--- src/iosys_pkg.sv ---
`default_nettype none

package iosys_pkg;

    // Bus and data widths
    typedef logic [31:0] addr_t;
    typedef logic [22:0] mem_addr_t;
    typedef logic [31:0] word_t;
    typedef logic [3:0]  wstrb_t;
    typedef logic [7:0]  byte_t;
    typedef logic [11:0] joy_t;
    typedef logic [1:0]  sys_type_t;

    // Softcore register map
    localparam addr_t REG_OVERLAY  = 32'h0200_0000;
    localparam addr_t REG_ROM_CTRL = 32'h0200_0030;
    localparam addr_t REG_ROM_DATA = 32'h0200_0034;
    localparam addr_t REG_JOY      = 32'h0200_0040;
    localparam addr_t REG_TIME_MS  = 32'h0200_0050;
    localparam addr_t REG_CYCLES   = 32'h0200_0054;
    localparam addr_t REG_CORE_ID  = 32'h0200_0060;
    localparam addr_t REG_ENH_APU  = 32'h0200_0080;
    localparam addr_t REG_SYS_TYPE = 32'h0200_01C0;
    localparam addr_t REG_ASPECT   = 32'h0200_01E0;

    // High address bits that are zero for the 8 MB RAM window
    localparam int RAM_TOP_BITS = 9;

    typedef enum logic [1:0] {
        BOOT_WAIT,
        BOOT_START,
        BOOT_COPY,
        BOOT_DONE
    } boot_state_t;

    typedef enum logic {
        GRANT_BOOT,
        GRANT_CPU
    } grant_t;

endpackage

`default_nettype wire

--- src/iosys.sv ---
`timescale 1ns/1ps
`default_nettype none

module iosys #(
    parameter int          FIRMWARE_BYTES = 256 * 1024,
    parameter int          CLK_FREQ       = 21_477_000,
    parameter logic [15:0] CORE_ID        = 16'd2
) (
    input  logic                 clk,
    input  logic                 resetn,
    input  logic                 i_cpu_valid,
    input  iosys_pkg::addr_t     i_cpu_addr,
    input  iosys_pkg::word_t     i_cpu_wdata,
    input  iosys_pkg::wstrb_t    i_cpu_wstrb,
    output logic                 o_cpu_ready,
    output iosys_pkg::word_t     o_cpu_rdata,
    output logic                 o_cpu_resetn,
    input  logic                 i_ram_busy,
    output logic                 o_flash_start,
    input  logic                 i_flash_strb,
    input  iosys_pkg::byte_t     i_flash_byte,
    output logic                 o_mem_valid,
    output iosys_pkg::mem_addr_t o_mem_addr,
    output iosys_pkg::word_t     o_mem_wdata,
    output iosys_pkg::wstrb_t    o_mem_wstrb,
    input  logic                 i_mem_ready,
    input  iosys_pkg::word_t     i_mem_rdata,
    output logic                 o_rom_loading,
    output iosys_pkg::byte_t     o_rom_do,
    output logic                 o_rom_do_valid,
    output iosys_pkg::sys_type_t o_sys_type,
    output logic                 o_aspect_ratio,
    output logic                 o_enh_apu,
    output logic                 o_overlay,
    input  iosys_pkg::joy_t      i_joy1,
    input  iosys_pkg::joy_t      i_joy2
);
    import iosys_pkg::*;

    logic      boot_wr;
    mem_addr_t boot_addr;
    word_t     boot_wdata;
    wstrb_t    boot_wstrb;
    logic      boot_done;
    logic      ram_req;
    logic      ram_ready;
    word_t     ram_rdata;
    logic      rom_data_we;
    logic      rom_ctrl_we;
    word_t     time_ms;
    word_t     cycles;

    iosys_boot_loader #(
        .FIRMWARE_BYTES(FIRMWARE_BYTES)
    ) u_boot_loader (
        .clk          (clk),
        .resetn       (resetn),
        .i_ram_busy   (i_ram_busy),
        .i_flash_strb (i_flash_strb),
        .i_flash_byte (i_flash_byte),
        .o_flash_start(o_flash_start),
        .o_wr         (boot_wr),
        .o_addr       (boot_addr),
        .o_wdata      (boot_wdata),
        .o_wstrb      (boot_wstrb),
        .o_done       (boot_done)
    );

    // Softcore address is cut down to the 8 MB memory window
    iosys_mem_arbiter u_mem_arbiter (
        .clk         (clk),
        .resetn      (resetn),
        .i_boot_wr   (boot_wr),
        .i_boot_addr (boot_addr),
        .i_boot_wdata(boot_wdata),
        .i_boot_wstrb(boot_wstrb),
        .i_boot_done (boot_done),
        .i_cpu_req   (ram_req),
        .i_cpu_addr  (i_cpu_addr[$bits(mem_addr_t)-1:0]),
        .i_cpu_wdata (i_cpu_wdata),
        .i_cpu_wstrb (i_cpu_wstrb),
        .i_mem_ready (i_mem_ready),
        .i_mem_rdata (i_mem_rdata),
        .o_cpu_ready (ram_ready),
        .o_cpu_rdata (ram_rdata),
        .o_mem_valid (o_mem_valid),
        .o_mem_addr  (o_mem_addr),
        .o_mem_wdata (o_mem_wdata),
        .o_mem_wstrb (o_mem_wstrb),
        .o_cpu_resetn(o_cpu_resetn)
    );

    iosys_reg_decoder #(
        .CORE_ID(CORE_ID)
    ) u_reg_decoder (
        .clk           (clk),
        .resetn        (resetn),
        .i_cpu_valid   (i_cpu_valid),
        .i_cpu_addr    (i_cpu_addr),
        .i_cpu_wdata   (i_cpu_wdata),
        .i_cpu_wstrb   (i_cpu_wstrb),
        .i_ram_ready   (ram_ready),
        .i_ram_rdata   (ram_rdata),
        .i_time_ms     (time_ms),
        .i_cycles      (cycles),
        .i_joy1        (i_joy1),
        .i_joy2        (i_joy2),
        .o_cpu_ready   (o_cpu_ready),
        .o_cpu_rdata   (o_cpu_rdata),
        .o_ram_req     (ram_req),
        .o_rom_data_we (rom_data_we),
        .o_rom_ctrl_we (rom_ctrl_we),
        .o_sys_type    (o_sys_type),
        .o_aspect_ratio(o_aspect_ratio),
        .o_enh_apu     (o_enh_apu),
        .o_overlay     (o_overlay)
    );

    iosys_rom_streamer u_rom_streamer (
        .clk           (clk),
        .resetn        (resetn),
        .i_data_we     (rom_data_we),
        .i_ctrl_we     (rom_ctrl_we),
        .i_wdata       (i_cpu_wdata),
        .o_rom_do      (o_rom_do),
        .o_rom_do_valid(o_rom_do_valid),
        .o_rom_loading (o_rom_loading)
    );

    iosys_timebase #(
        .CLK_FREQ(CLK_FREQ)
    ) u_timebase (
        .clk      (clk),
        .resetn   (resetn),
        .o_time_ms(time_ms),
        .o_cycles (cycles)
    );

endmodule

`default_nettype wire

--- src/iosys_boot_loader.sv ---
`timescale 1ns/1ps
`default_nettype none

module iosys_boot_loader #(
    parameter int FIRMWARE_BYTES = 256 * 1024
) (
    input  logic                 clk,
    input  logic                 resetn,
    input  logic                 i_ram_busy,
    input  logic                 i_flash_strb,
    input  iosys_pkg::byte_t     i_flash_byte,
    output logic                 o_flash_start,
    output logic                 o_wr,
    output iosys_pkg::mem_addr_t o_addr,
    output iosys_pkg::word_t     o_wdata,
    output iosys_pkg::wstrb_t    o_wstrb,
    output logic                 o_done
);
    import iosys_pkg::*;

    boot_state_t state;
    mem_addr_t   next_addr;

    assign o_flash_start = (state == BOOT_START);
    assign o_done        = (state == BOOT_DONE);

    always_ff @(posedge clk) begin
        if (!resetn) begin
            state     <= BOOT_WAIT;
            next_addr <= '0;
            o_wr      <= 1'b0;
        end else begin
            o_wr <= 1'b0;
            case (state)
                // Hold off until the SDRAM has finished its init
                BOOT_WAIT: begin
                    if (!i_ram_busy) begin
                        state <= BOOT_START;
                    end
                end
                BOOT_START: state <= BOOT_COPY;
                BOOT_COPY: begin
                    if (i_flash_strb) begin
                        next_addr <= next_addr + 1'b1;
                        o_wr      <= 1'b1;
                    end
                    // Done once the last byte's write has gone out
                    if (o_wr && o_addr == mem_addr_t'(FIRMWARE_BYTES - 1)) begin
                        state <= BOOT_DONE;
                    end
                end
                default: state <= BOOT_DONE;
            endcase
        end
    end

    // Byte replicated on all lanes, the strobe picks the lane
    always_ff @(posedge clk) begin
        if (state == BOOT_COPY && i_flash_strb) begin
            o_addr  <= next_addr;
            o_wdata <= {4{i_flash_byte}};
            o_wstrb <= wstrb_t'(4'b0001 << next_addr[1:0]);
        end
    end

    // No write lands past the end of the firmware image
    a_wstrb_onehot: assert property (@(posedge clk) disable iff (!resetn)
        o_wr |-> $onehot(o_wstrb) && int'(o_addr) < FIRMWARE_BYTES);

endmodule

`default_nettype wire

--- src/iosys_mem_arbiter.sv ---
`timescale 1ns/1ps
`default_nettype none

module iosys_mem_arbiter (
    input  logic                 clk,
    input  logic                 resetn,
    input  logic                 i_boot_wr,
    input  iosys_pkg::mem_addr_t i_boot_addr,
    input  iosys_pkg::word_t     i_boot_wdata,
    input  iosys_pkg::wstrb_t    i_boot_wstrb,
    input  logic                 i_boot_done,
    input  logic                 i_cpu_req,
    input  iosys_pkg::mem_addr_t i_cpu_addr,
    input  iosys_pkg::word_t     i_cpu_wdata,
    input  iosys_pkg::wstrb_t    i_cpu_wstrb,
    input  logic                 i_mem_ready,
    input  iosys_pkg::word_t     i_mem_rdata,
    output logic                 o_cpu_ready,
    output iosys_pkg::word_t     o_cpu_rdata,
    output logic                 o_mem_valid,
    output iosys_pkg::mem_addr_t o_mem_addr,
    output iosys_pkg::word_t     o_mem_wdata,
    output iosys_pkg::wstrb_t    o_mem_wstrb,
    output logic                 o_cpu_resetn
);
    import iosys_pkg::*;

    grant_t grant;

    // One-way handover, the boot loader never gets the port back
    always_ff @(posedge clk) begin
        if (!resetn) begin
            grant <= GRANT_BOOT;
        end else if (i_boot_done) begin
            grant <= GRANT_CPU;
        end
    end

    always_comb begin
        if (grant == GRANT_CPU) begin
            o_mem_valid = i_cpu_req;
            o_mem_addr  = i_cpu_addr;
            o_mem_wdata = i_cpu_wdata;
            o_mem_wstrb = i_cpu_wstrb;
        end else begin
            o_mem_valid = i_boot_wr;
            o_mem_addr  = i_boot_addr;
            o_mem_wdata = i_boot_wdata;
            o_mem_wstrb = i_boot_wstrb;
        end
    end

    // Softcore stalls on its request until the memory answers
    assign o_cpu_ready = (grant == GRANT_CPU) && i_mem_ready;
    assign o_cpu_rdata = i_mem_rdata;

    // Released together with boot done, grant follows a cycle later
    assign o_cpu_resetn = (grant == GRANT_CPU) || i_boot_done;

    a_no_cpu_during_boot: assert property (@(posedge clk) disable iff (!resetn)
        i_cpu_req |-> grant == GRANT_CPU);

endmodule

`default_nettype wire

--- src/iosys_reg_decoder.sv ---
`timescale 1ns/1ps
`default_nettype none

module iosys_reg_decoder #(
    parameter logic [15:0] CORE_ID = 16'd1
) (
    input  logic                 clk,
    input  logic                 resetn,
    input  logic                 i_cpu_valid,
    input  iosys_pkg::addr_t     i_cpu_addr,
    input  iosys_pkg::word_t     i_cpu_wdata,
    input  iosys_pkg::wstrb_t    i_cpu_wstrb,
    input  logic                 i_ram_ready,
    input  iosys_pkg::word_t     i_ram_rdata,
    input  iosys_pkg::word_t     i_time_ms,
    input  iosys_pkg::word_t     i_cycles,
    input  iosys_pkg::joy_t      i_joy1,
    input  iosys_pkg::joy_t      i_joy2,
    output logic                 o_cpu_ready,
    output iosys_pkg::word_t     o_cpu_rdata,
    output logic                 o_ram_req,
    output logic                 o_rom_data_we,
    output logic                 o_rom_ctrl_we,
    output iosys_pkg::sys_type_t o_sys_type,
    output logic                 o_aspect_ratio,
    output logic                 o_enh_apu,
    output logic                 o_overlay
);
    import iosys_pkg::*;

    logic  ram_sel;
    logic  cpu_wr;
    logic  reg_hit;
    word_t reg_rdata;

    // RAM lives in the low 8 MB
    assign ram_sel = i_cpu_valid && (i_cpu_addr[31 -: RAM_TOP_BITS] == '0);
    assign cpu_wr  = i_cpu_valid && (i_cpu_wstrb != '0);

    assign o_ram_req     = ram_sel;
    assign o_rom_data_we = cpu_wr && (i_cpu_addr == REG_ROM_DATA);
    assign o_rom_ctrl_we = cpu_wr && (i_cpu_addr == REG_ROM_CTRL);

    always_comb begin
        reg_hit   = 1'b1;
        reg_rdata = '0;
        case (i_cpu_addr)
            // Overlay reads back as the on/off code that was written
            REG_OVERLAY:  reg_rdata = {6'd0, (o_overlay ? 2'd1 : 2'd2), 24'd0};
            REG_ROM_CTRL: reg_rdata = '0;
            REG_ROM_DATA: reg_rdata = '0;
            REG_JOY:      reg_rdata = {4'd0, i_joy2, 4'd0, i_joy1};
            REG_TIME_MS:  reg_rdata = i_time_ms;
            REG_CYCLES:   reg_rdata = i_cycles;
            REG_CORE_ID:  reg_rdata = {16'd0, CORE_ID};
            REG_ENH_APU:  reg_rdata = {31'd0, o_enh_apu};
            REG_SYS_TYPE: reg_rdata = {30'd0, o_sys_type};
            REG_ASPECT:   reg_rdata = {31'd0, o_aspect_ratio};
            default:      reg_hit = 1'b0;
        endcase
    end

    // Registers answer at once, RAM waits for the memory
    assign o_cpu_ready = ram_sel ? i_ram_ready : (i_cpu_valid && reg_hit);
    assign o_cpu_rdata = ram_sel ? i_ram_rdata : reg_rdata;

    always_ff @(posedge clk) begin
        if (!resetn) begin
            o_sys_type     <= '0;
            o_aspect_ratio <= 1'b0;
            o_enh_apu      <= 1'b0;
            o_overlay      <= 1'b1;
        end else if (cpu_wr) begin
            case (i_cpu_addr)
                REG_SYS_TYPE: o_sys_type <= i_cpu_wdata[1:0];
                REG_ASPECT:   o_aspect_ratio <= i_cpu_wdata[0];
                REG_ENH_APU:  o_enh_apu <= i_cpu_wdata[0];
                REG_OVERLAY: begin
                    // 1 turns the menu on, 2 turns it off
                    if (i_cpu_wdata[25:24] == 2'd1) begin
                        o_overlay <= 1'b1;
                    end else if (i_cpu_wdata[25:24] == 2'd2) begin
                        o_overlay <= 1'b0;
                    end
                end
                default: ;
            endcase
        end
    end

endmodule

`default_nettype wire

--- src/iosys_rom_streamer.sv ---
`timescale 1ns/1ps
`default_nettype none

module iosys_rom_streamer (
    input  logic             clk,
    input  logic             resetn,
    input  logic             i_data_we,
    input  logic             i_ctrl_we,
    input  iosys_pkg::word_t i_wdata,
    output iosys_pkg::byte_t o_rom_do,
    output logic             o_rom_do_valid,
    output logic             o_rom_loading
);
    import iosys_pkg::*;

    logic [3:0] rom_cnt;
    word_t      rom_buf;

    // Counts 15 down to 0 after a data write; each byte slot is 4 cycles
    always_ff @(posedge clk) begin
        if (!resetn) begin
            rom_cnt <= '0;
        end else if (i_data_we) begin
            rom_cnt <= 4'd15;
        end else if (rom_cnt != '0) begin
            rom_cnt <= rom_cnt - 1'b1;
        end
    end

    // Next byte moves down at the end of each slot
    always_ff @(posedge clk) begin
        if (i_data_we) begin
            rom_buf <= i_wdata;
        end else if (rom_cnt[1:0] == 2'd0 && rom_cnt[3:2] != 2'd0) begin
            rom_buf <= {8'd0, rom_buf[31:8]};
        end
    end

    // Valid on the first two cycles of every slot
    assign o_rom_do_valid = rom_cnt[1];
    assign o_rom_do       = rom_buf[7:0];

    // 1 starts a load, 0 ends it
    always_ff @(posedge clk) begin
        if (!resetn) begin
            o_rom_loading <= 1'b0;
        end else if (i_ctrl_we) begin
            if (i_wdata[7:0] == 8'd1) begin
                o_rom_loading <= 1'b1;
            end else if (i_wdata[7:0] == 8'd0) begin
                o_rom_loading <= 1'b0;
            end
        end
    end

    a_valid_max_two: assert property (@(posedge clk) disable iff (!resetn)
        o_rom_do_valid [*2] |=> !o_rom_do_valid);

endmodule

`default_nettype wire

--- src/iosys_timebase.sv ---
`timescale 1ns/1ps
`default_nettype none

module iosys_timebase #(
    parameter int CLK_FREQ = 21_477_000
) (
    input  logic             clk,
    input  logic             resetn,
    output iosys_pkg::word_t o_time_ms,
    output iosys_pkg::word_t o_cycles
);
    import iosys_pkg::*;

    localparam int MS_DIV = CLK_FREQ / 1000;
    localparam int PRE_W  = (MS_DIV > 1) ? $clog2(MS_DIV) : 1;

    logic [PRE_W-1:0] prescale;

    // Millisecond tick from the clock prescaler
    always_ff @(posedge clk) begin
        if (!resetn) begin
            prescale  <= '0;
            o_time_ms <= '0;
        end else if (prescale == PRE_W'(MS_DIV - 1)) begin
            prescale  <= '0;
            o_time_ms <= o_time_ms + 1'b1;
        end else begin
            prescale <= prescale + 1'b1;
        end
    end

    // Wraps after 2^32 cycles
    always_ff @(posedge clk) begin
        if (!resetn) begin
            o_cycles <= '0;
        end else begin
            o_cycles <= o_cycles + 1'b1;
        end
    end

endmodule

`default_nettype wire

--- config.mk ---
export PLATFORM = sky130hd
export DESIGN_NAME = iosys
export DESIGN_NICKNAME = d
export VERILOG_FILES = /design/src/iosys_pkg.sv /design/src/iosys.sv /design/src/iosys_boot_loader.sv /design/src/iosys_mem_arbiter.sv /design/src/iosys_reg_decoder.sv /design/src/iosys_rom_streamer.sv /design/src/iosys_timebase.sv
export SDC_FILE = /design/constraint.sdc
export NUM_CORES = 1
export LEC_CHECK = 0
export BUFFER_PORTS_ARGS = -buffer_cell sky130_fd_sc_hd__buf_2
export CORE_ASPECT_RATIO = 1.1
export CORE_MARGIN = 5
export CORE_UTILIZATION = 54
export CTS_BUF_LIST = sky130_fd_sc_hd__clkbuf_16
export CTS_CLUSTER_SIZE = 16
export DETAILED_ROUTE_END_ITERATION = 12
export PLACE_DENSITY = 0.85
export REMOVE_ABC_BUFFERS = 1
export SLEW_MARGIN = 10
export SYNTH_ARGS = -nofsm -noshare
export SYNTH_HDL_FRONTEND = slang
export SYNTH_SLANG_ARGS = --single-unit
export TNS_END_PERCENT = 50
--- constraint.sdc ---
create_clock -name clk -period 5.46 [get_ports clk]
set_clock_uncertainty 0.05 [all_clocks]
set_input_delay 0.273 -clock clk [delete_from_list [all_inputs] [get_ports clk]]
set_output_delay 0.273 -clock clk [all_outputs]
set_load 0.005 [all_outputs]
==> results of run 1 <==
[registers in the layout, summed over array words and instances (netlist names)]
name and flops:
u_rom_streamer.rom_buf 32, u_boot_loader.next_addr 23, u_rom_streamer.o_rom_loading 1, u_reg_decoder.o_sys_type 2
u_reg_decoder.o_aspect_ratio 1, u_boot_loader.o_addr 23, u_mem_arbiter.grant 1, u_timebase.o_time_ms 32
u_boot_loader.o_wstrb 4, u_reg_decoder.o_enh_apu 1, u_rom_streamer.rom_cnt 4, u_boot_loader.state 2
u_boot_loader.o_wdata 8, u_boot_loader.o_wr 1, u_reg_decoder.o_overlay 1, u_timebase.prescale 15
u_timebase.o_cycles 32
[cells in the mapped netlist, drive strengths merged (29+ instances only)]
master,number
clkbuf,45
xnor2,65
nand3,38
dfxtp,116
inv,29
nand2,119
edfxtp,67
nor3,35
nor4,39
nor2,122
mux2,53
nand4,31
[area by class of cell]
type | instances | area (sq um)
fill | 1322 | 5980
multi-input combinational | 739 | 4850
sequential | 183 | 4340
timing repair buffer | 263 | 1380
clock buffer | 17 | 425
tap | 238 | 298
clock inverter | 15 | 161
inverter | 29 | 109
antenna | 2 | 5.00
[cells by family (layout without fill, tap and decap cells)]
| kind of cell | Yosys count | in the layout |
|---|---|---|
| simple gates | 475 | 475 |
| flops | 183 | 183 |
| other cells | 0 | 2 |
| buf+inv | 94 | 324 |
| compound gates | 109 | 109 |
| mux | 63 | 63 |
| fa+ha+maj | 7 | 7 |
| xor+xnor | 85 | 85 |
[placed cells by master (no fill, tap or decap), types with 4 or more instances in the layout]
master	synthesis	final
sky130_fd_sc_hd__nand2_1	119	119
sky130_fd_sc_hd__a21oi_1	14	14
sky130_fd_sc_hd__buf_4	10	8
sky130_fd_sc_hd__or3_1	12	12
sky130_fd_sc_hd__nor2_1	122	122
sky130_fd_sc_hd__dlygate4sd3_1	0	8
sky130_fd_sc_hd__nand4_1	30	30
sky130_fd_sc_hd__xnor2_1	65	65
sky130_fd_sc_hd__dfxtp_1	116	115
sky130_fd_sc_hd__a22oi_1	22	22
sky130_fd_sc_hd__inv_6	0	5
sky130_fd_sc_hd__o21a_1	4	4
sky130_fd_sc_hd__a21o_1	7	7
sky130_fd_sc_hd__and3_1	11	11
sky130_fd_sc_hd__o21ai_0	15	14
sky130_fd_sc_hd__mux2_2	53	53
sky130_fd_sc_hd__inv_1	28	29
sky130_fd_sc_hd__and2_1	15	15
sky130_fd_sc_hd__a221o_1	17	17
sky130_fd_sc_hd__nor4_1	32	31
sky130_fd_sc_hd__ha_1	7	7
sky130_fd_sc_hd__nor3_1	34	34
sky130_fd_sc_hd__o2bb2ai_1	5	5
sky130_fd_sc_hd__and4_1	11	11
sky130_fd_sc_hd__nor4_2	5	6
sky130_fd_sc_hd__or4_1	4	4
sky130_fd_sc_hd__edfxtp_1	67	67
sky130_fd_sc_hd__mux2i_1	10	10
sky130_fd_sc_hd__nand3b_1	6	6
sky130_fd_sc_hd__a32oi_1	6	6
sky130_fd_sc_hd__nand3_1	37	37
sky130_fd_sc_hd__buf_2	5	247
sky130_fd_sc_hd__nor2b_1	7	7
sky130_fd_sc_hd__nand2b_1	8	8
sky130_fd_sc_hd__xor2_1	20	20
sky130_fd_sc_hd__clkbuf_16	0	17
[power breakdown]
group          leakage (nW)  internal [W]  switching, W
combinational          2.52      0.000153      0.000171
sequential             1.53       0.00152     0.0000379
clock                 0.289      0.000650      0.000582
total                  4.33       0.00233      0.000791
[final timing paths]
| path | from | endpoint | slack, ps | depth (start not counted) |
|---|---|---|---|---|
| setup / recovery | i_cpu_addr[9] | o_cpu_rdata[24] | 2520 | 7 |
| hold / removal | i_ram_busy | u_boot_loader.state[0] | 60 | 3 |
| setup reg to reg | u_timebase.o_time_ms[7] | u_timebase.o_time_ms[27] | 2770 | 5 |
| hold reg to reg | u_rom_streamer.o_rom_loading | u_rom_streamer.o_rom_loading | 410 | 2 |
[layer usage]
| metal | global-route usage, % | vias to the layer above |
|---|---|---|
| li1 | - | 4082 |
| met1 | 34.1 | 4202 |
| met2 | 45.4 | 504 |
| met3 | 6.86 | 104 |
| met4 | 12.7 | 4 |
| met5 | 0 | - |
[stage by stage]
| stage | cell area [sq um] | std cells | utilization (%) | hold WS [ps] | power (W) |
|---|---|---|---|---|---|
| 6_report | 11600 | 1486 | 65.9 | 63.1 | 0.00312 |
| 5_1_grt | 11600 | 1486 | 65.9 | 63.7 | 0.00322 |
| 4_1_cts | 11600 | 1484 | 65.9 | 48.1 | 0.00312 |
| 3_5_place_dp | 10900 | 1444 | 62.1 | 399 | 0.00190 |
| 3_3_place_gp | 10900 | 1444 | 62.1 | 387 | 0.00188 |
| 2_1_floorplan | 9270 | 951 | - | 296 | 0.00173 |
[critical path, stage by stage]
cell and delay (ps):
sky130_fd_sc_hd__buf_2 130, sky130_fd_sc_hd__nor4_1 600, sky130_fd_sc_hd__nand3b_1 250, sky130_fd_sc_hd__nor4_2 760, sky130_fd_sc_hd__a32oi_1 190, sky130_fd_sc_hd__o31ai_1 190, sky130_fd_sc_hd__buf_2 230
[what timing repair did]
item | in CTS | in global routing
hold buffers | 8 | 0
endpoints found under the hold margin | 8 | 0
buffers inserted | 0 | 0
==> impl_metrics.env, run 1 <==
export IMPL_status="finished clean"
export IMPL_hold_path_class="primary input to flop"
export IMPL_io_pin_count=248
export IMPL_synth_largest_area_cell="sky130_fd_sc_hd__dfxtp_1"
export IMPL_synthArstFlopShare_pct=0
export IMPL_syn_area_sq_um=9580
export IMPL_synthDominantCellAreaShare_pct=24.2
export IMPL_post_place_ws_ps=2620
export IMPL_yosys_area_share_adder_pct=0.914
export IMPL_finalWorstPathRequiredPeriod_ps=2940
export IMPL_ratio_of_cells_with_drive_above_1_in_the_final_layout_pct=29.6
export IMPL_core_rowCount=51
export IMPL_max_slew_worst_pin_slew_ps=1280
export IMPL_setup_viol=0
export IMPL_timing_final_hold_violations=0
export IMPL_gr_usage_all_layers_pct=27.6
export IMPL_finalCritPeriodShare_pct=53.9
export IMPL_cts_path_max_buffers=2
export IMPL_first_pass_grt_wire_length_mm=44.3
export IMPL_maxSlewViolCount=0
export IMPL_met1Wirelength_mm=10.6
export IMPL_total_power_per_unit_cell_area_nw_per_um2=269
export IMPL_postRouteWirelength_mm=29.1
export IMPL_floorplan_die_width_um=137
export IMPL_io_buffer_count=247
export IMPL_ctsRootBufferMaster="sky130_fd_sc_hd__clkbuf_16"
export IMPL_clkSinkCount=183
export IMPL_synth_seq_cells=183
export IMPL_grt_setup_unrepaired="no"
export IMPL_clk_transition_reported_paths_ps=70
export IMPL_synth_ff_type="sky130_fd_sc_hd__dfxtp_1"
export IMPL_grt_pass1_vias=8368
export IMPL_worst_endpoint_arrival_ps=2620
export IMPL_clock_latency_ps=440
export IMPL_drt_pass1_iterations=8
export IMPL_route_met2_wl_mm=14.5
export IMPL_postRouteAntennaNets=0
export IMPL_wire_per_inst_um=19.6
export IMPL_fp_coreArea_sq_um=17500
export IMPL_synth_area_mux_share_pct=7.27
export IMPL_yosys_top_cells_area="sky130_fd_sc_hd__dfxtp_1 (24%), sky130_fd_sc_hd__edfxtp_1 (21%), sky130_fd_sc_hd__mux2_2 (6.2%), sky130_fd_sc_hd__xnor2_1 (5.9%), sky130_fd_sc_hd__nor2_1 (4.8%)"
export IMPL_critPathCaptureType="primary output"
export IMPL_dieHeight_um=150
export IMPL_finalSetupTns_ps=0
export IMPL_dr_total_vias=8896
export IMPL_setup_worst_path_start_class="primary input"
export IMPL_cts_buf_count=17
export IMPL_synth_cells=1016
export IMPL_antenna_found_initial=5
export IMPL_clock_tree_htree_level_count=4
export IMPL_required_ps=5140
export IMPL_synth_edf_count=67
export IMPL_cts_tree="yes"
export IMPL_number_of_drc_violations_after_detailed_routing_iteration_0=954
export IMPL_synth_compound_gate_area_share_pct=8.77
export IMPL_max_slew_margin_pct=14.4
export IMPL_p_leak_nw=4.33
export IMPL_area_growth_syn_to_layout_pct=20.7
export IMPL_seq_area_frac_synth_pct=45.2
export IMPL_ys_warn_count=0
export IMPL_synth_cell_types=64
export IMPL_maxUsedRoutingLayer="met5"
export IMPL_routabilityCongestion=0.910
export IMPL_starting_density_of_the_core_pct=54.6
export IMPL_drv_cap=0
export IMPL_num_nets_final=1378
export IMPL_critical_path_fanouts_max=8
export IMPL_fmax_mhz=340
export IMPL_post_route_drc_violation_count=0
export IMPL_grt_overflow_total=0
export IMPL_yosys_area_share_xor_xnor_pct=7.77
export IMPL_critPathKind="primary input to primary output"
export IMPL_die_footprint_sq_um=20500
export IMPL_postLayoutSetupSlackWorst_ps=2520
export IMPL_cts_repair_resized=0
export IMPL_routed_via_density=5.99
export IMPL_max_vdd_ir_drop_v=0.000222
export IMPL_maximum_number_of_pins_on_one_net_before_global_route_repair=92
export IMPL_synth_top_family_by_area="simple AND/OR/NAND/NOR gates"
export IMPL_dr_wl_met3_mm=2.64
export IMPL_synth_simple_gate_area_share_pct=25.6
export IMPL_dp_hpwl_mm=21.3
export IMPL_post_synth_cell_area_avg_sq_um=9.43
Note: power is estimated with default switching activity, not from simulation.
==> run 2, diff against run 1 <==
clock period = 3.08 ns   (was 5.46 ns; I/O delays follow)
==> run 2 against run 1 <==
Routed wire length about the same. Hold slack worse by 57 ps. Sequential cell count stayed put. Die area is the same. Sequential power rose by 78%. Critical endpoint is now o_cpu_rdata[13]. First-iteration DRC count up 9.5%. Final cell count is 1.4% higher. Combinational power increased by 83%. Global-route usage is 0.15 points lower. Clock power grew 70%. Largest power group unchanged. Worst setup slack worse by 2000 ps. Sequential share of layout area fell by 0.58 points.
==> impl_metrics.env, run 2 (synthesis gave the netlist of run 1 again) <==
export IMPL_antenna_found_initial=3
export IMPL_timing_final_hold_violations=0
export IMPL_status="finished clean"
export IMPL_post_route_drc_violation_count=0
export IMPL_critical_path_fanouts_max=25
export IMPL_num_nets_final=1400
export IMPL_layout_commonest_cell="sky130_fd_sc_hd__buf_2"
export IMPL_core_rowCount=51
export IMPL_number_of_drc_violations_after_detailed_routing_iteration_0=1045
export IMPL_dr_total_vias=8869
export IMPL_p_leak_nw=4.43
export IMPL_reg_top3="u_rom_streamer.rom_buf (32), u_timebase.o_cycles (32), u_timebase.o_time_ms (32)"
export IMPL_grt_overflow_total=0
export IMPL_drt_pass1_iterations=6
export IMPL_mostFrequentLayoutCells="sky130_fd_sc_hd__buf_2 (247), sky130_fd_sc_hd__nor2_1 (122), sky130_fd_sc_hd__nand2_1 (119)"
export IMPL_dieHeight_um=150
export IMPL_cts_repair_resized=0
export IMPL_fill_cells=1291
export IMPL_ratio_of_cells_with_drive_above_1_in_the_final_layout_pct=29.4
export IMPL_setup_worst_path_start_class="primary input"
export IMPL_critPathKind="primary input to primary output"
export IMPL_ctsRootBufferMaster="sky130_fd_sc_hd__clkbuf_16"
export IMPL_clock_tree_htree_level_count=4
export IMPL_total_power_per_unit_cell_area_nw_per_um2=464
export IMPL_die_footprint_sq_um=20500
export IMPL_fmax_mhz=397
export IMPL_starting_density_of_the_core_pct=54.6
export IMPL_clkSinkCount=183
export IMPL_postRouteWirelength_mm=29.1
export IMPL_finalCritPeriodShare_pct=81.7
export IMPL_placed_cells=1452
export IMPL_maximum_number_of_pins_on_one_net_before_global_route_repair=53
export IMPL_timing_hold_ws_ps=6.57
export IMPL_cts_buf_count=17
export IMPL_clk_transition_reported_paths_ps=70
export IMPL_cts_path_max_buffers=2
export IMPL_cts_tree="yes"
export IMPL_clock_latency_ps=430
export IMPL_post_layout_total_power_w=0.00545
export IMPL_grt_pass1_vias=8278
export IMPL_stdcell_area_sq_um=11700
export IMPL_finalWorstPathRequiredPeriod_ps=2520
export IMPL_floorplan_die_width_um=137
export IMPL_gr_usage_all_layers_pct=27.5
export IMPL_area_growth_syn_to_layout_pct=22.6
export IMPL_io_buffer_count=247
export IMPL_maxSlewViolCount=0
export IMPL_routed_via_density=5.89
export IMPL_placed_inst_area_sq_um=11000
export IMPL_multi_input_area_sq_um=4850
export IMPL_io_pin_count=248
export IMPL_worst_endpoint_arrival_ps=2310
export IMPL_critPathCaptureType="primary output"
export IMPL_postRouteAntennaNets=0
export IMPL_fp_coreArea_sq_um=17500
export IMPL_hold_path_class="primary input to flop"
export IMPL_wire_per_inst_um=19.3
export IMPL_max_slew_margin_pct=51.5
export IMPL_max_vdd_ir_drop_v=0.000388
export IMPL_max_slew_worst_pin_slew_ps=720
export IMPL_routabilityCongestion=0.940
export IMPL_fin_cells=1507
export IMPL_first_pass_grt_wire_length_mm=43.9
export IMPL_required_ps=2880
export IMPL_grt_setup_unrepaired="no"
export IMPL_setup_viol=0
export IMPL_area_sequential_sq_um=4340
export IMPL_dp_hpwl_mm=21.0
export IMPL_drv_cap=0
-- run 2: final cells by class --
| class | instances | share of cell area (%) |
|---|---|---|
| Tap cell | 238 | 2.54 |
| Sequential cell | 183 | 36.9 |
| Clock buffer | 18 | 3.84 |
| Multi-Input combinational cell | 739 | 41.3 |
| Antenna cell | 1 | 0.0213 |
| Inverter | 29 | 0.927 |
| Clock inverter | 14 | 0.916 |
| Timing Repair Buffer | 285 | 13.5 |
-- run 2: critical path: stages --
cell and delay [ps]:
sky130_fd_sc_hd__buf_2 120, sky130_fd_sc_hd__nor4_2 420, sky130_fd_sc_hd__nand4_2 340, sky130_fd_sc_hd__or4_4 770, sky130_fd_sc_hd__nor2_1 210, sky130_fd_sc_hd__a221o_1 170
sky130_fd_sc_hd__buf_2 110
-- run 2: final timing paths --
kind / cells past startpoint / end / startpoint / slack [ps]
setup reg to reg: 5 / u_timebase.o_time_ms[28] / u_timebase.prescale[8] / 630
hold / removal: 2 / u_rom_streamer.rom_buf[5] / i_cpu_wdata[5] / 7
hold reg to reg: 2 / u_rom_streamer.o_rom_loading / u_rom_streamer.o_rom_loading / 410
setup / recovery: 7 / o_cpu_rdata[13] / i_cpu_addr[23] / 560
-- run 2: through the flow --
step	util, %	worst slack, ps	setup TNS [ps]
3_5_place_dp	62.5	592	0
4_1_cts	66.9	684	0
6_report	66.9	563	0
2_1_floorplan	-	-1870	-82620
5_1_grt	66.9	466	0
3_3_place_gp	62.5	651	0
-- run 2: layer usage --
metal | vias up | share of wire, % | global-route usage, %
met1 | 4196 | 37 | 34.8
met5 | - | 0.065 | 0
met2 | 471 | 50 | 45.9
li1 | 4113 | - | -
met4 | 4 | 3.1 | 10.4
met3 | 85 | 9.2 | 6.09
-- run 2: report_power, final --
part / leakage (nW) / switching [W] / internal (W)
logic: 2.62 / 0.000306 / 0.000286
clock network: 0.281 / 0.000937 / 0.00115
registers: 1.53 / 0.0000650 / 0.00270
total: 4.43 / 0.00131 / 0.00414
-- run 2: what timing repair did --
item / in CTS / in global routing
hold buffers: 22 / 0
buffers inserted: 0 / 0
hold endpoints to repair: 22 / 0
==> run 3, diff against run 2 <==
clock period = 2.4 ns   (was 3.08 ns; I/O delays follow)
==> run 3 against run 2 <==
Die area stayed put. Sequential power increased by 28%. Worst setup slack lost 460 ps. Via count is 3.2% higher. Clock power rose by 39%. Sequential share of layout area is 1.3 points lower. Routed wire length rose by 4.1%. Critical path type unchanged.
==> impl_metrics.env, run 3 (synthesis gave the netlist of run 1 again) <==
export IMPL_drv_cap=0
export IMPL_placed_cells=1476
export IMPL_timing_final_hold_violations=0
export IMPL_critPathLaunch="i_cpu_addr[23]"
export IMPL_clkSinkCount=183
export IMPL_routed_via_density=5.93
export IMPL_fp_coreArea_sq_um=17500
export IMPL_clock_tree_htree_level_count=4
export IMPL_maxSlewViolCount=0
export IMPL_cts_path_max_buffers=2
export IMPL_fmax_mhz=435
export IMPL_reg2reg_slack_ps=190
export IMPL_critPathCaptureType="primary output"
export IMPL_portion_of_total_power_attributed_to_the_clock_network_pct=40.1
export IMPL_required_ps=2230
export IMPL_max_slew_worst_pin_slew_ps=705
export IMPL_area_growth_syn_to_layout_pct=26.9
export IMPL_hold_end="u_rom_streamer.rom_buf[13]"
export IMPL_p_leak_nw=4.62
export IMPL_finalCritPeriodShare_pct=95.7
export IMPL_io_pin_count=248
export IMPL_sw_frac_of_total_pct=24.0
export IMPL_number_of_drc_violations_after_detailed_routing_iteration_0=964
export IMPL_holdBufCountCts=33
export IMPL_postRouteAntennaNets=0
export IMPL_fill_cells=1232
export IMPL_grt_setup_unrepaired="no"
export IMPL_floorplan_die_width_um=137
export IMPL_die_footprint_sq_um=20500
export IMPL_power_internal_w=0.00552
export IMPL_post_route_drc_violation_count=0
export IMPL_worstReg2RegStart="u_timebase.prescale[0]"
export IMPL_timing_hold_ws_ps=21.0
export IMPL_dieHeight_um=150
export IMPL_worst_endpoint_arrival_ps=2130
export IMPL_crit_reg2reg_capture="u_timebase.o_time_ms[30]"
export IMPL_post_cts_buffers=0
export IMPL_total_power_per_unit_cell_area_nw_per_um2=597
export IMPL_io_buffer_count=247
export IMPL_fin_cells=1544
export IMPL_cts_tree="yes"
export IMPL_setup_worst_path_start_class="primary input"
export IMPL_holdCritStartpoint="i_cpu_wdata[13]"
export IMPL_grt_pass1_vias=8825
export IMPL_dp_hpwl_mm=21.7
export IMPL_cts_repair_resized=0
export IMPL_finalWorstPathRequiredPeriod_ps=2300
export IMPL_cts_buf_count=17
export IMPL_power_frac_comb_pct=11.0
export IMPL_clock_latency_ps=420
export IMPL_worstHoldPathCells=2
export IMPL_core_rowCount=51
export IMPL_num_nets_final=1435
export IMPL_starting_density_of_the_core_pct=54.6
export IMPL_post_layout_total_power_w=0.00726
export IMPL_critPathKind="primary input to primary output"
export IMPL_postRouteWirelength_mm=30.3
export IMPL_maximum_number_of_pins_on_one_net_before_global_route_repair=61
export IMPL_layout_commonest_cell="sky130_fd_sc_hd__buf_2"
export IMPL_hold_path_class="primary input to flop"
export IMPL_wire_per_inst_um=19.6
export IMPL_power_net_switching_w=0.00174
export IMPL_max_slew_margin_pct=53.0
export IMPL_ctsRootBufferMaster="sky130_fd_sc_hd__clkbuf_16"
export IMPL_drt_pass1_iterations=6
export IMPL_ff2ff_path_depth=7
export IMPL_grt_overflow_total=0
export IMPL_clk_transition_reported_paths_ps=80
export IMPL_first_pass_grt_wire_length_mm=46.2
export IMPL_reg_top3="u_rom_streamer.rom_buf (32), u_timebase.o_cycles (32), u_timebase.o_time_ms (32)"
export IMPL_mostFrequentLayoutCells="sky130_fd_sc_hd__buf_2 (247), sky130_fd_sc_hd__nor2_1 (122), sky130_fd_sc_hd__nand2_1 (119)"
export IMPL_share_seq_of_total_power_pct=48.9
export IMPL_gr_usage_all_layers_pct=28.9
export IMPL_routabilityCongestion=0.949
export IMPL_ratio_of_cells_with_drive_above_1_in_the_final_layout_pct=30.8
export IMPL_antenna_found_initial=5
export IMPL_finalSetupTns_ps=0
export IMPL_setup_viol=0
export IMPL_dr_total_vias=9157
export IMPL_status="finished clean"
export IMPL_critical_path_fanouts_max=18
export IMPL_max_vdd_ir_drop_v=0.000456
==> run 3: cell count changes in the layout (fill, tap and decap cells not counted), sizes merged <==
cell,change
buf,+24
dlygate4sd3,+11
bufinv,+2
clkinv,-2
diode,+2
clkbuf,-1
inv,+1
==> run 3: power groups by stage <==
stage	logic [W]	clock network [W]	registers [W]
detailed placement	0.000729	0	0.00361
finish	0.000800	0.00291	0.00355
global route	0.000855	0.00307	0.00357
CTS	0.000778	0.00293	0.00354
floorplan	0.000333	0	0.00361
global placement	0.000704	0	0.00360
==> run 3: metrics by stage <==
step                instance area, sq um  util [%]  setup slack (ps)
floorplan                           9270         -             -2480
global placement                   11200      63.9               234
detailed placement                 11200      63.9               135
CTS                                12100      69.2               141
global route                       12200      69.3              5.55
finish                             12200      69.3               102
==> run 3: cell type report <==
class / count / area, sq um / area share (%)
Inverter: 29 / 109 / 0.895
Tap cell: 238 / 298 / 2.45
Clock inverter: 15 / 186 / 1.53
Antenna cell: 3 / 7.51 / 0.0618
Clock buffer: 17 / 425 / 3.50
Timing Repair Buffer: 320 / 1940 / 16.0
Sequential cell: 183 / 4340 / 35.7
Multi-Input combinational cell: 739 / 4850 / 39.9
==> run 3: metal layers <==
layer	vias to the layer above	share of wire, %	GRT usage [%]
met5	-	0.099	0
met4	6	4.8	14.5
met3	137	9.1	7.46
met2	513	50	47.6
met1	4302	36	34.8
li1	4199	-	-
==> run 3: critical path, stage by stage <==
cell and delay (ps):
sky130_fd_sc_hd__buf_2 100, sky130_fd_sc_hd__nor4_2 380, sky130_fd_sc_hd__nand4_2 250, sky130_fd_sc_hd__or4_4 650, sky130_fd_sc_hd__buf_4 250, sky130_fd_sc_hd__nor2_1 140
sky130_fd_sc_hd__a221o_1 120, sky130_fd_sc_hd__buf_2 110
==> run 3: worst max path at each step <==
| stage | endpoint | slack [ps] | depth (start not counted) |
|---|---|---|---|
| 5_1_grt | o_cpu_rdata[8] | 6 | 8 |
| 3_3_place_gp | o_cpu_rdata[3] | 230 | 8 |
| 2_1_floorplan | o_cpu_rdata[10] | -2480 | 4 |
| 4_1_cts | o_cpu_rdata[24] | 140 | 7 |
| 6_report | o_cpu_rdata[21] | 100 | 8 |
| 3_5_place_dp | o_cpu_rdata[24] | 140 | 7 |
